## src/agent_settings.svh

```systemverilog
// slave agent settings
// widths, bytes per word and queue depth shared by the package and by
// every block of the packet-to-memory-mapped slave agent
`ifndef AGENT_SETTINGS_SVH
`define AGENT_SETTINGS_SVH

// data path of the packets and of the master port
`define AGENT_DATA_W 32

// byte address carried in packets and driven on the master port
`define AGENT_ADDR_W 32

// bytes per data word, also the width of the byte-enables
`define AGENT_SYMBOLS 4

// source and destination id fields of the interconnect
`define AGENT_ID_W 3

// byte count of a packet, wide enough for the largest compressed read
`define AGENT_BYTE_CNT_W 6

// burstcount width of the memory-mapped master port
`define AGENT_BURSTCOUNT_W 4

// entries in the response-token queue
`define AGENT_FIFO_DEPTH 4

`endif

```

## src/agent_pkg.sv

```systemverilog
// slave agent types
// packet layouts on the command and response sides, the master-port
// bundles, the entries of the two internal queues and the enums
package agent_pkg;

`include "agent_settings.svh"

   // ----------------------------------------------------------------------
   // encodings
   // ----------------------------------------------------------------------

   // kind of transaction carried by a command, echoed in the response
   typedef enum logic [1:0] {
      READ,
      COMPRESSED_READ,
      WRITE_POSTED,
      WRITE_NONPOSTED
   } trans_kind_e;

   // response status, same encoding as on the memory-mapped port
   typedef enum logic [1:0] {
      OKAY,
      RESERVED,
      SLVERR,
      DECERR
   } resp_status_e;

   // burst uncompressor, waiting for a token or part way through one
   typedef enum logic {
      IDLE,
      IN_BURST
   } uncomp_state_e;

   // ----------------------------------------------------------------------
   // packets
   // ----------------------------------------------------------------------

   typedef struct packed {
      trans_kind_e                  kind;
      logic                         lock;
      logic                         debugaccess;
      logic [`AGENT_ID_W-1:0]       src_id;
      logic [`AGENT_ID_W-1:0]       dest_id;
      logic [`AGENT_BYTE_CNT_W-1:0] byte_cnt;
      logic [`AGENT_SYMBOLS-1:0]    byteen;
      logic [`AGENT_ADDR_W-1:0]     addr;
      logic [`AGENT_DATA_W-1:0]     data;
   } cmd_pkt_t;

   typedef struct packed {
      trans_kind_e                  kind;
      logic [`AGENT_ID_W-1:0]       src_id;
      logic [`AGENT_ID_W-1:0]       dest_id;
      logic [`AGENT_BYTE_CNT_W-1:0] byte_cnt;
      logic [`AGENT_SYMBOLS-1:0]    byteen;
      logic [`AGENT_ADDR_W-1:0]     addr;
      resp_status_e                 status;
      logic [`AGENT_DATA_W-1:0]     data;
   } rsp_pkt_t;

   // ----------------------------------------------------------------------
   // memory-mapped master port
   // ----------------------------------------------------------------------

   typedef struct packed {
      logic                           read;
      logic                           write;
      logic                           lock;
      logic                           debugaccess;
      logic [`AGENT_ADDR_W-1:0]       address;
      logic [`AGENT_BURSTCOUNT_W-1:0] burstcount;
      logic [`AGENT_SYMBOLS-1:0]      byteenable;
      logic [`AGENT_DATA_W-1:0]       writedata;
   } mm_cmd_t;

   typedef struct packed {
      logic                     readdatavalid;
      resp_status_e             status;
      logic [`AGENT_DATA_W-1:0] readdata;
   } mm_rsp_t;

   // ----------------------------------------------------------------------
   // queue entries
   // ----------------------------------------------------------------------

   // ids are stored already swapped, so the response side copies them as is
   typedef struct packed {
      trans_kind_e                  kind;
      logic                         synth;
      logic [`AGENT_ID_W-1:0]       src_id;
      logic [`AGENT_ID_W-1:0]       dest_id;
      logic [`AGENT_BYTE_CNT_W-1:0] byte_cnt;
      logic [`AGENT_SYMBOLS-1:0]    byteen;
      logic [`AGENT_ADDR_W-1:0]     addr;
   } rsp_token_t;

   typedef struct packed {
      resp_status_e             status;
      logic [`AGENT_DATA_W-1:0] data;
   } rdata_word_t;

endpackage

```

## src/cmd_translator.sv

```systemverilog
// command translator
// turns each single-beat command packet into a read or write on the
// memory-mapped master port and records a response token for it
`timescale 1ns/1ns

`include "agent_settings.svh"

module cmd_translator
   import agent_pkg::*;
(
   input  logic       cp_valid,
   input  cmd_pkt_t   cp_data,
   output logic       cp_ready,
   input  logic       token_full,
   output mm_cmd_t    m0_cmd,
   input  logic       m0_waitrequest,
   output logic       token_push,
   output rsp_token_t token
);

   // low address bits that select a byte inside a word
   localparam int MASK_BITS = $clog2(`AGENT_SYMBOLS);
   localparam logic [`AGENT_BYTE_CNT_W-1:0] WORD_BYTES =
      `AGENT_BYTE_CNT_W'(`AGENT_SYMBOLS);

   logic                     is_read;
   logic                     is_nonposted;
   logic                     suppress;
   logic                     mm_read;
   logic                     mm_write;
   logic [`AGENT_ADDR_W-1:0] aligned_addr;

   // ----------------------------------------------------------------------
   // decode
   // ----------------------------------------------------------------------

   assign is_read      = (cp_data.kind == READ) || (cp_data.kind == COMPRESSED_READ);
   assign is_nonposted = (cp_data.kind == WRITE_NONPOSTED);

   // a read with no byte lane enabled never reaches the memory, the
   // response side makes up its answer instead
   assign suppress = is_read && (cp_data.byteen == '0);

   // the memory only ever sees word-aligned addresses
   assign aligned_addr = {cp_data.addr[`AGENT_ADDR_W-1:MASK_BITS], {MASK_BITS{1'b0}}};

   // a suppressed read does not wait on the memory, but every command
   // waits for room in the token queue, posted writes included
   assign cp_ready = (!m0_waitrequest || suppress) && !token_full;

   // ----------------------------------------------------------------------
   // master port
   // ----------------------------------------------------------------------

   assign mm_read  = cp_valid && is_read && !suppress && !token_full;
   assign mm_write = cp_valid && !is_read && !token_full;

   always_comb begin
      m0_cmd.read        = mm_read;
      m0_cmd.write       = mm_write;
      // lock is only meaningful while a transfer is actually presented
      m0_cmd.lock        = cp_valid && cp_data.lock && (mm_read || mm_write);
      m0_cmd.debugaccess = cp_data.debugaccess;
      m0_cmd.address     = aligned_addr;
      m0_cmd.byteenable  = cp_data.byteen;
      m0_cmd.writedata   = cp_data.data;
      // single reads and writes move one word
      m0_cmd.burstcount  = `AGENT_BURSTCOUNT_W'(1);
      if (cp_data.kind == COMPRESSED_READ) begin
         // a compressed read asks for its whole byte count in words
         m0_cmd.burstcount = `AGENT_BURSTCOUNT_W'(cp_data.byte_cnt >> MASK_BITS);
      end
   end

   // ----------------------------------------------------------------------
   // response token
   // ----------------------------------------------------------------------

   // posted writes leave no trace, everything else gets exactly one token
   assign token_push = cp_valid && cp_ready && (is_read || is_nonposted);

   always_comb begin
      token.kind     = cp_data.kind;
      token.synth    = suppress || is_nonposted;
      // the response travels back, so source and destination trade places
      token.src_id   = cp_data.dest_id;
      token.dest_id  = cp_data.src_id;
      // anything but a compressed read answers with a single word
      token.byte_cnt = (cp_data.kind == COMPRESSED_READ) ? cp_data.byte_cnt : WORD_BYTES;
      token.byteen   = cp_data.byteen;
      token.addr     = aligned_addr;
   end

   // the uncompressor counts down in whole words and stops at one word, so
   // a compressed read must carry a nonzero whole number of words
   always_comb begin
      if (cp_valid && cp_ready && (cp_data.kind == COMPRESSED_READ)) begin
         assert #0 ((cp_data.byte_cnt != '0) && (cp_data.byte_cnt[MASK_BITS-1:0] == '0))
            else $error("compressed read byte count is not a whole number of words");
      end
   end

endmodule

```

## src/rsp_fifo.sv

```systemverilog
// response queue
// small circular buffer holding response tokens or returned read words;
// a pushed entry shows at the head one edge later
`timescale 1ns/1ns

module rsp_fifo #(
   parameter type ENTRY_T = logic,
   parameter int  DEPTH   = 4
) (
   input  logic   clk,
   input  logic   reset,
   input  logic   push,
   input  ENTRY_T push_data,
   input  logic   pop,
   output ENTRY_T pop_data,
   output logic   full,
   output logic   empty
);

   localparam int PTR_W = (DEPTH > 1) ? $clog2(DEPTH) : 1;
   localparam int CNT_W = $clog2(DEPTH + 1);
   localparam logic [PTR_W-1:0] LAST_PTR = PTR_W'(DEPTH - 1);

   ENTRY_T           mem [DEPTH];
   logic [PTR_W-1:0] wr_ptr;
   logic [PTR_W-1:0] rd_ptr;
   logic [CNT_W-1:0] count;
   logic             do_push;
   logic             do_pop;

   assign full     = (count == CNT_W'(DEPTH));
   assign empty    = (count == '0);
   assign pop_data = mem[rd_ptr];

   assign do_push = push && !full;
   assign do_pop  = pop && !empty;

   // each accepted push lands in the slot under the write pointer
   always_ff @(posedge clk) begin
      if (do_push) begin
         mem[wr_ptr] <= push_data;
      end
   end

   always_ff @(posedge clk or posedge reset) begin
      if (reset) begin
         wr_ptr <= '0;
         rd_ptr <= '0;
         count  <= '0;
      end else begin
         if (do_push) begin
            wr_ptr <= (wr_ptr == LAST_PTR) ? '0 : wr_ptr + 1'b1;
         end
         if (do_pop) begin
            rd_ptr <= (rd_ptr == LAST_PTR) ? '0 : rd_ptr + 1'b1;
         end
         // simultaneous push and pop leave the count alone
         if (do_push && !do_pop) begin
            count <= count + 1'b1;
         end else if (do_pop && !do_push) begin
            count <= count - 1'b1;
         end
      end
   end

   // the producers upstream are throttled so that they never outrun us
   assert property (@(posedge clk) disable iff (reset) full |-> !push)
      else $error("push into a full queue");

   assert property (@(posedge clk) disable iff (reset) empty |-> !pop)
      else $error("pop from an empty queue");

endmodule

```

## src/burst_uncompressor.sv

```systemverilog
// burst uncompressor
// walks one response token out as one beat per data word, stepping the
// address up and the remaining byte count down on every accepted beat
`timescale 1ns/1ns

`include "agent_settings.svh"

module burst_uncompressor
   import agent_pkg::*;
(
   input  logic                         clk,
   input  logic                         reset,
   input  logic                         token_valid,
   input  rsp_token_t                   token,
   input  logic                         beat_ready,
   output logic                         beat_valid,
   output logic [`AGENT_ADDR_W-1:0]     beat_addr,
   output logic [`AGENT_BYTE_CNT_W-1:0] beat_byte_cnt,
   output logic                         beat_first,
   output logic                         beat_last,
   output logic                         token_done
);

   localparam logic [`AGENT_BYTE_CNT_W-1:0] WORD_BYTES =
      `AGENT_BYTE_CNT_W'(`AGENT_SYMBOLS);
   localparam logic [`AGENT_ADDR_W-1:0] ADDR_STEP = `AGENT_ADDR_W'(`AGENT_SYMBOLS);

   uncomp_state_e                state;
   logic [`AGENT_ADDR_W-1:0]     run_addr;
   logic [`AGENT_BYTE_CNT_W-1:0] rem_cnt;
   logic                         beat_taken;

   // ----------------------------------------------------------------------
   // current beat
   // ----------------------------------------------------------------------

   // the first beat comes straight off the token, later ones from the
   // running registers
   always_comb begin
      if (state == IDLE) begin
         beat_addr     = token.addr;
         beat_byte_cnt = token.byte_cnt;
         beat_first    = 1'b1;
      end else begin
         beat_addr     = run_addr;
         beat_byte_cnt = rem_cnt;
         beat_first    = 1'b0;
      end
   end

   // the builder already holds token_valid low until the beat can be filled
   assign beat_valid = token_valid;

   // one word left means this is the closing beat of the burst
   assign beat_last  = (beat_byte_cnt <= WORD_BYTES);
   assign beat_taken = beat_valid && beat_ready;
   assign token_done = beat_taken && beat_last;

   // ----------------------------------------------------------------------
   // burst progress
   // ----------------------------------------------------------------------

   always_ff @(posedge clk or posedge reset) begin
      if (reset) begin
         state <= IDLE;
      end else if (beat_taken) begin
         state <= beat_last ? IDLE : IN_BURST;
      end
   end

   // address and remaining count of the beat after the one just taken
   always_ff @(posedge clk) begin
      if (beat_taken) begin
         run_addr <= beat_addr + ADDR_STEP;
         rem_cnt  <= beat_byte_cnt - WORD_BYTES;
      end
   end

endmodule

```

## src/rsp_builder.sv

```systemverilog
// response builder
// pairs the token at the head of its queue with returned read data and
// the uncompressor beat, and forms the outgoing response packet;
// suppressed reads and non-posted writes get zero data and OKAY
`timescale 1ns/1ns

`include "agent_settings.svh"

module rsp_builder
   import agent_pkg::*;
(
   input  rsp_token_t                   token,
   input  logic                         token_empty,
   input  rdata_word_t                  rdata,
   input  logic                         rdata_empty,
   input  logic                         beat_valid,
   input  logic [`AGENT_ADDR_W-1:0]     beat_addr,
   input  logic [`AGENT_BYTE_CNT_W-1:0] beat_byte_cnt,
   input  logic                         beat_first,
   input  logic                         beat_last,
   input  logic                         rp_ready,
   output logic                         rp_valid,
   output rsp_pkt_t                     rp_data,
   output logic                         rp_startofpacket,
   output logic                         rp_endofpacket,
   output logic                         rdata_pop,
   output logic                         beat_ready,
   output logic                         token_valid
);

   // ----------------------------------------------------------------------
   // flow control
   // ----------------------------------------------------------------------

   // a synthesized response needs nothing from the memory, a real read
   // beat must wait for its word to land in the readdata queue
   assign token_valid = !token_empty && (token.synth || !rdata_empty);

   // the network is the only thing that can stall an assembled beat
   assign beat_ready = rp_ready;

   assign rp_valid         = beat_valid;
   assign rp_startofpacket = beat_first;
   assign rp_endofpacket   = beat_last;

   // each accepted real read beat consumes exactly one returned word
   assign rdata_pop = beat_valid && rp_ready && !token.synth;

   // ----------------------------------------------------------------------
   // packet fields
   // ----------------------------------------------------------------------

   always_comb begin
      rp_data.kind     = token.kind;
      rp_data.src_id   = token.src_id;
      rp_data.dest_id  = token.dest_id;
      rp_data.byteen   = token.byteen;
      // address and byte count move with each beat of an uncompressed burst
      rp_data.addr     = beat_addr;
      rp_data.byte_cnt = beat_byte_cnt;
      if (token.synth) begin
         rp_data.status = OKAY;
         rp_data.data   = '0;
      end else begin
         rp_data.status = rdata.status;
         rp_data.data   = rdata.data;
      end
   end

endmodule

```

## src/slave_agent.sv

```systemverilog
// slave agent top
// packet-to-memory-mapped slave agent: translator in front, token and
// readdata queues behind the master port, then the uncompressor and the
// builder that send response packets back to the interconnect
`timescale 1ns/1ns

`include "agent_settings.svh"

module slave_agent
   import agent_pkg::*;
(
   input  logic     clk,
   input  logic     reset,
   input  logic     cp_valid,
   input  cmd_pkt_t cp_data,
   output logic     cp_ready,
   output mm_cmd_t  m0_cmd,
   input  logic     m0_waitrequest,
   input  mm_rsp_t  m0_rsp,
   output logic     rp_valid,
   output rsp_pkt_t rp_data,
   output logic     rp_startofpacket,
   output logic     rp_endofpacket,
   input  logic     rp_ready
);

   // every queued token may have a full-length burst of words still to come
   // back, so the readdata queue is sized for the worst case of all of them
   localparam int RDATA_DEPTH = `AGENT_FIFO_DEPTH * (1 << `AGENT_BURSTCOUNT_W);

   rsp_token_t                   token_in;
   rsp_token_t                   token_head;
   logic                         token_push;
   logic                         token_full;
   logic                         token_empty;
   logic                         token_valid;
   logic                         token_done;
   rdata_word_t                  rdata_in;
   rdata_word_t                  rdata_head;
   logic                         rdata_pop;
   logic                         rdata_empty;
   logic                         beat_valid;
   logic                         beat_ready;
   logic [`AGENT_ADDR_W-1:0]     beat_addr;
   logic [`AGENT_BYTE_CNT_W-1:0] beat_byte_cnt;
   logic                         beat_first;
   logic                         beat_last;

   cmd_translator u_translator (
      .cp_valid       (cp_valid),
      .cp_data        (cp_data),
      .cp_ready       (cp_ready),
      .token_full     (token_full),
      .m0_cmd         (m0_cmd),
      .m0_waitrequest (m0_waitrequest),
      .token_push     (token_push),
      .token          (token_in)
   );

   // a token leaves only once the last beat of its response is taken
   rsp_fifo #(.ENTRY_T(rsp_token_t), .DEPTH(`AGENT_FIFO_DEPTH)) token_q (
      .clk (clk), .reset (reset),
      .push (token_push), .push_data (token_in),
      .pop (token_done), .pop_data (token_head),
      .full (token_full), .empty (token_empty)
   );

   assign rdata_in.status = m0_rsp.status;
   assign rdata_in.data   = m0_rsp.readdata;

   // read words arrive in order and are stored as soon as they show up
   rsp_fifo #(.ENTRY_T(rdata_word_t), .DEPTH(RDATA_DEPTH)) rdata_q (
      .clk (clk), .reset (reset),
      .push (m0_rsp.readdatavalid), .push_data (rdata_in),
      .pop (rdata_pop), .pop_data (rdata_head),
      .full (), .empty (rdata_empty)
   );

   burst_uncompressor u_uncompressor (
      .clk (clk), .reset (reset),
      .token_valid (token_valid), .token (token_head),
      .beat_ready (beat_ready), .beat_valid (beat_valid),
      .beat_addr (beat_addr), .beat_byte_cnt (beat_byte_cnt),
      .beat_first (beat_first), .beat_last (beat_last),
      .token_done (token_done)
   );

   rsp_builder u_builder (
      .token (token_head), .token_empty (token_empty),
      .rdata (rdata_head), .rdata_empty (rdata_empty),
      .beat_valid (beat_valid), .beat_addr (beat_addr),
      .beat_byte_cnt (beat_byte_cnt), .beat_first (beat_first),
      .beat_last (beat_last), .rp_ready (rp_ready),
      .rp_valid (rp_valid), .rp_data (rp_data),
      .rp_startofpacket (rp_startofpacket), .rp_endofpacket (rp_endofpacket),
      .rdata_pop (rdata_pop), .beat_ready (beat_ready),
      .token_valid (token_valid)
   );

   // a stalled response beat must not change underneath the network, which
   // relies on both queue heads and the uncompressor holding still together
   assert property (@(posedge clk) disable iff (reset)
      rp_valid && !rp_ready |=> rp_valid && $stable(rp_data))
      else $error("response beat changed while stalled");

endmodule

```

## config.mk

```make
export PLATFORM = sky130hd
export DESIGN_NAME = slave_agent
export DESIGN_NICKNAME = d
export VERILOG_FILES = /design/src/agent_pkg.sv /design/src/cmd_translator.sv /design/src/rsp_fifo.sv /design/src/burst_uncompressor.sv /design/src/rsp_builder.sv /design/src/slave_agent.sv
export VERILOG_INCLUDE_DIRS = /design/src
export SDC_FILE = /design/constraint.sdc
export NUM_CORES = 2
export LEC_CHECK = 0
export BUFFER_PORTS_ARGS = -buffer_cell sky130_fd_sc_hd__buf_2
export CAP_MARGIN = 20
export CORE_AREA = 5 5 375 653
export DETAILED_ROUTE_END_ITERATION = 12
export DIE_AREA = 0 0 380 658
export HOLD_SLACK_MARGIN = 0.05
export PLACE_DENSITY = 0.59
export SLEW_MARGIN = 20
export SYNTH_ARGS = -nofsm -noshare
export SYNTH_HDL_FRONTEND = slang
export SYNTH_SLANG_ARGS = --single-unit
```

## constraint.sdc

```tcl
create_clock -name clk -period 8.7 [get_ports clk]
set_input_delay 0 -clock clk [delete_from_list [all_inputs] [get_ports clk]]
set_output_delay 0 -clock clk [all_outputs]
set_load 0.03 [all_outputs]
```

==> out/results.txt <==
Clk pwr share - 28.1%
DIE WIDTH - 380 um
DR WL/cell - 29.99 um
number of global-route vias before repair - 46730
final hold violation count - 0
H-tree depth - 4
LEAKAGE - 33.97 nW
CP Capture Type - output pin
cells on worst reg2reg path - 15
post-synth top area share - 76.11%
first-pass GRT wire length - 338600 um
prevailing post-synth register cell - edfxtp_1
cell-internal power - 0.02289 W
startpoint types - flop
FFs w/ async S/R, synth - 1.108%
antenna viol nets, final - 0
worst-skew pair later-pin latency - 0.89 ns
Final setup viols - 0
Fmax - 191.9 MHz
CTS tree - done
Starting Density - 39.71%
NumNets Final - 4801
I/O Buffers - 217
hold-critical path depth - 2
worst-path maximum fanout - 48
clk slew on worst S/H paths - 0.07 ns
Seq pwr share - 41.9%
number of flops mapped to enable cells by yosys - 2410
initial drt markers - 3986
critical path class - flop to output pin
Yosys reg bits - 2437
slowest CP cell - dfrtp_4
GP Congestion - 0.7937
Yosys top cell by area - edfxtp_1
measured slew at the worst slew-check pin - 1.135 ns
Reg2Reg Setup Slack - 4.23 ns
Reg-to-Reg Start - token_q.rd_ptr[0]
crit path cell chain - buf_4, buf_4, mux4_2, mux4_2, a21oi_1, o22ai_1, buf_2
register area share after synthesis - 76.82%
die area - 0.2500 mm2
clk root buf - clkbuf_16
post_cts resized - 0
final critical-path share of the clock period - 59.89%
Synth cell types - 64
Detailed Route WL - 238500 um
CTS Buf Count - 219
largest net degree at the start of global routing - 115
DIE HEIGHT - 658 um
worst rel slew slack - 24.31%
Synth Cell Area - 0.09508 mm2
Total Routing Usage GR - 18.69%
Final min period - 5.211 ns
Rows - 238
WP data required - 8.70 ns
Comb power frac - 30.0%
grt ovf - 0
Worst path max stage delay - 0.91 ns
CTS max path bufs - 4
PwrDens - 307.3 mW/mm2
IO Pins - 288
Hold Slack - 0.08876 ns
worst r2r dst - rdata_q.count[6]
Pins Over Slew Limit - 0
Post-Synthesis Cells - 4238
DR vias/cell - 5.608
Overall Power - 0.03333 W
status - finished, final reports clean
HP Start - m0_rsp[0]
Sw Ratio - 31.31%
buffer and inverter count on the worst path - 3
total vias in the final route - 44590
CTS Sinks - 2437
NetSw - 0.01044 W
clk_skew - 0.09513 ns
syn_area_per_cell - 22.44 um2
max_cap viols - 0
Syn-to-layout area delta - 14.08%
initial antenna violation count - 8
HP Class - primary input to flop
Core ar. - 0.2394 mm2
share of cells above drive strength 1 - 28.47%
peak supply drop - 0.2363 mV
synth top area cells - edfxtp_1 (76%), mux4_2 (15%), mux2i_1 (1.9%)
detailed-route DRC error count - 0
critical path arrival - 5.21 ns
unrepaired setup endpoints after global routing - false
Worst Hold Path EP - rdata_q.mem[46][0]
Fin Setup TNS - 0 ns
router iterations before antenna repair - 7
DP Wirelength - 129700 um
synth warn - 0
crit-path leading delay family - buffers and inverters
-- worst max path at each step --
stage / start / to / slack [ns] / cells past startpoint
2_1_floorplan: token_q.rd_ptr[0] / rdata_q.count[6] / 5.14 / 16
3_3_place_gp: rdata_q.rd_ptr[0] / rp_data[3] / 4.25 / 7
3_5_place_dp: token_q.rd_ptr[0] / rdata_q.count[6] / 4.24 / 15
4_1_cts: rdata_q.rd_ptr[0] / rp_data[3] / 3.29 / 7
5_1_grt: rdata_q.rd_ptr[0] / rp_data[24] / 3.19 / 7
6_report: rdata_q.rd_ptr[2] / rp_data[30] / 3.49 / 7
-- cell families (layout without fill, tap and decap cells) --
| family | Yosys count | in the layout | synth area share, % |
|---|---|---|---|
| XOR/XNOR | 45 | 45 | 0.4145 |
| AND/OR/NAND/NOR | 323 | 323 | 1.663 |
| buffers and inverters | 325 | 916 | 1.821 |
| other | 1 | 4 | 0.003944 |
| AO/OA/AOI/OAI | 236 | 236 | 1.630 |
| adder cells (fa/ha/maj) | 19 | 19 | 0.2658 |
| multiplexers | 852 | 852 | 17.38 |
| flip-flops | 2437 | 2437 | 76.82 |
-- per-stage QoR --
step                      worst slack (ns)  std cells  utilization, %  cell area [um2]
after floorplan                      5.136       4239               -            95080
after global placement               4.246       7388           41.73            99910
after detailed placement             4.239       7388           41.73            99910
after CTS                            3.291       7946           45.25           108300
after global routing                 3.192       7951           45.30           108500
final                                3.489       7952           45.31           108500
-- cell usage after synthesis (4+ instances only) --
library cell	n
mux4_2	618
nor3_1	5
o21a_1	5
o21ai_0	34
a221oi_1	17
nand3_1	31
xor2_1	10
clkbuf_1	89
nand4_1	4
nand2_1	83
a211oi_1	27
a31oi_1	4
ha_1	17
nor2_1	115
dfrtp_1	27
buf_1	19
mux4_1	13
buf_2	103
mux2_2	34
buf_4	81
nor2b_1	33
nand3b_1	7
xnor2_1	35
edfxtp_1	2410
buf_6	4
a21oi_1	49
a22oi_1	23
or3_1	4
mux2i_1	183
o22ai_1	54
inv_1	24
and3_1	14
a21o_1	5
and2_1	8
-- metal layers --
layer | vias up | global-route usage [%] | wire [um]
met4 | 0 | 4.868 | 6560
li1 | 18600 | - | -
met5 | - | 0 | 0
met1 | 24220 | 22.06 | 87320
met2 | 1417 | 35.67 | 132500
met3 | 365 | 2.615 | 12080
-- state kept, by name (all words and copies together) (netlist names), 2 cells and up --
| register | flops |
|---|---|
| u_uncompressor.rem_cnt | 6 |
| rdata_q.rd_ptr | 6 |
| rdata_q.count | 7 |
| token_q.rd_ptr | 2 |
| rdata_q.wr_ptr | 6 |
| token_q.mem | 196 |
| rdata_q.mem | 2176 |
| token_q.count | 3 |
| token_q.wr_ptr | 2 |
| u_uncompressor.run_addr | 32 |
-- timing repair --
action | 4_1_cts | 5_1_grt
hold buffers | 165 | 0
setup endpoints to repair | 0 | 0
buffers inserted | 0 | 0
endpoints found under the hold margin | 2491 | 0
-- layout by cell type (no fill, tap or decap), types with 31 or more instances in the layout --
cell type | netlist | layout
a21oi_1 | 49 | 49
buf_2 | 103 | 200
buf_4 | 81 | 118
clkbuf_1 | 89 | 38
clkbuf_16 | 0 | 221
clkinv_1 | 1 | 61
clkinv_2 | 0 | 38
dlygate4sd3_1 | 0 | 165
edfxtp_1 | 2410 | 2410
mux2_2 | 34 | 34
mux2i_1 | 183 | 183
mux4_2 | 618 | 618
nand2_1 | 83 | 83
nand3_1 | 31 | 31
nor2_1 | 115 | 51
nor2_4 | 0 | 64
nor2b_1 | 33 | 33
o21ai_0 | 34 | 34
o22ai_1 | 54 | 54
xnor2_1 | 35 | 35
-- area by class of cell --
class                      count  area [um2]
timing repair buffer         497        3826
fill                       20070      130900
clock inverter               134        1094
tap                         3120        3904
inverter                      26       97.59
clock buffer                 259        5673
sequential                  2437       73070
antenna                        2       5.005
multi-input combinational   1477       20800
-- power by group through the flow --
stage | clock, W | combinational [W] | sequential, W
2_1_floorplan | 0 | 0.00720 | 0.0139
4_1_cts | 0.00958 | 0.0102 | 0.0140
5_1_grt | 0.0100 | 0.0107 | 0.0140
3_3_place_gp | 0 | 0.0101 | 0.0142
3_5_place_dp | 0 | 0.0101 | 0.0142
6_report | 0.00935 | 0.0100 | 0.0140
No activity file was read; power rests on OpenSTA's default activity.
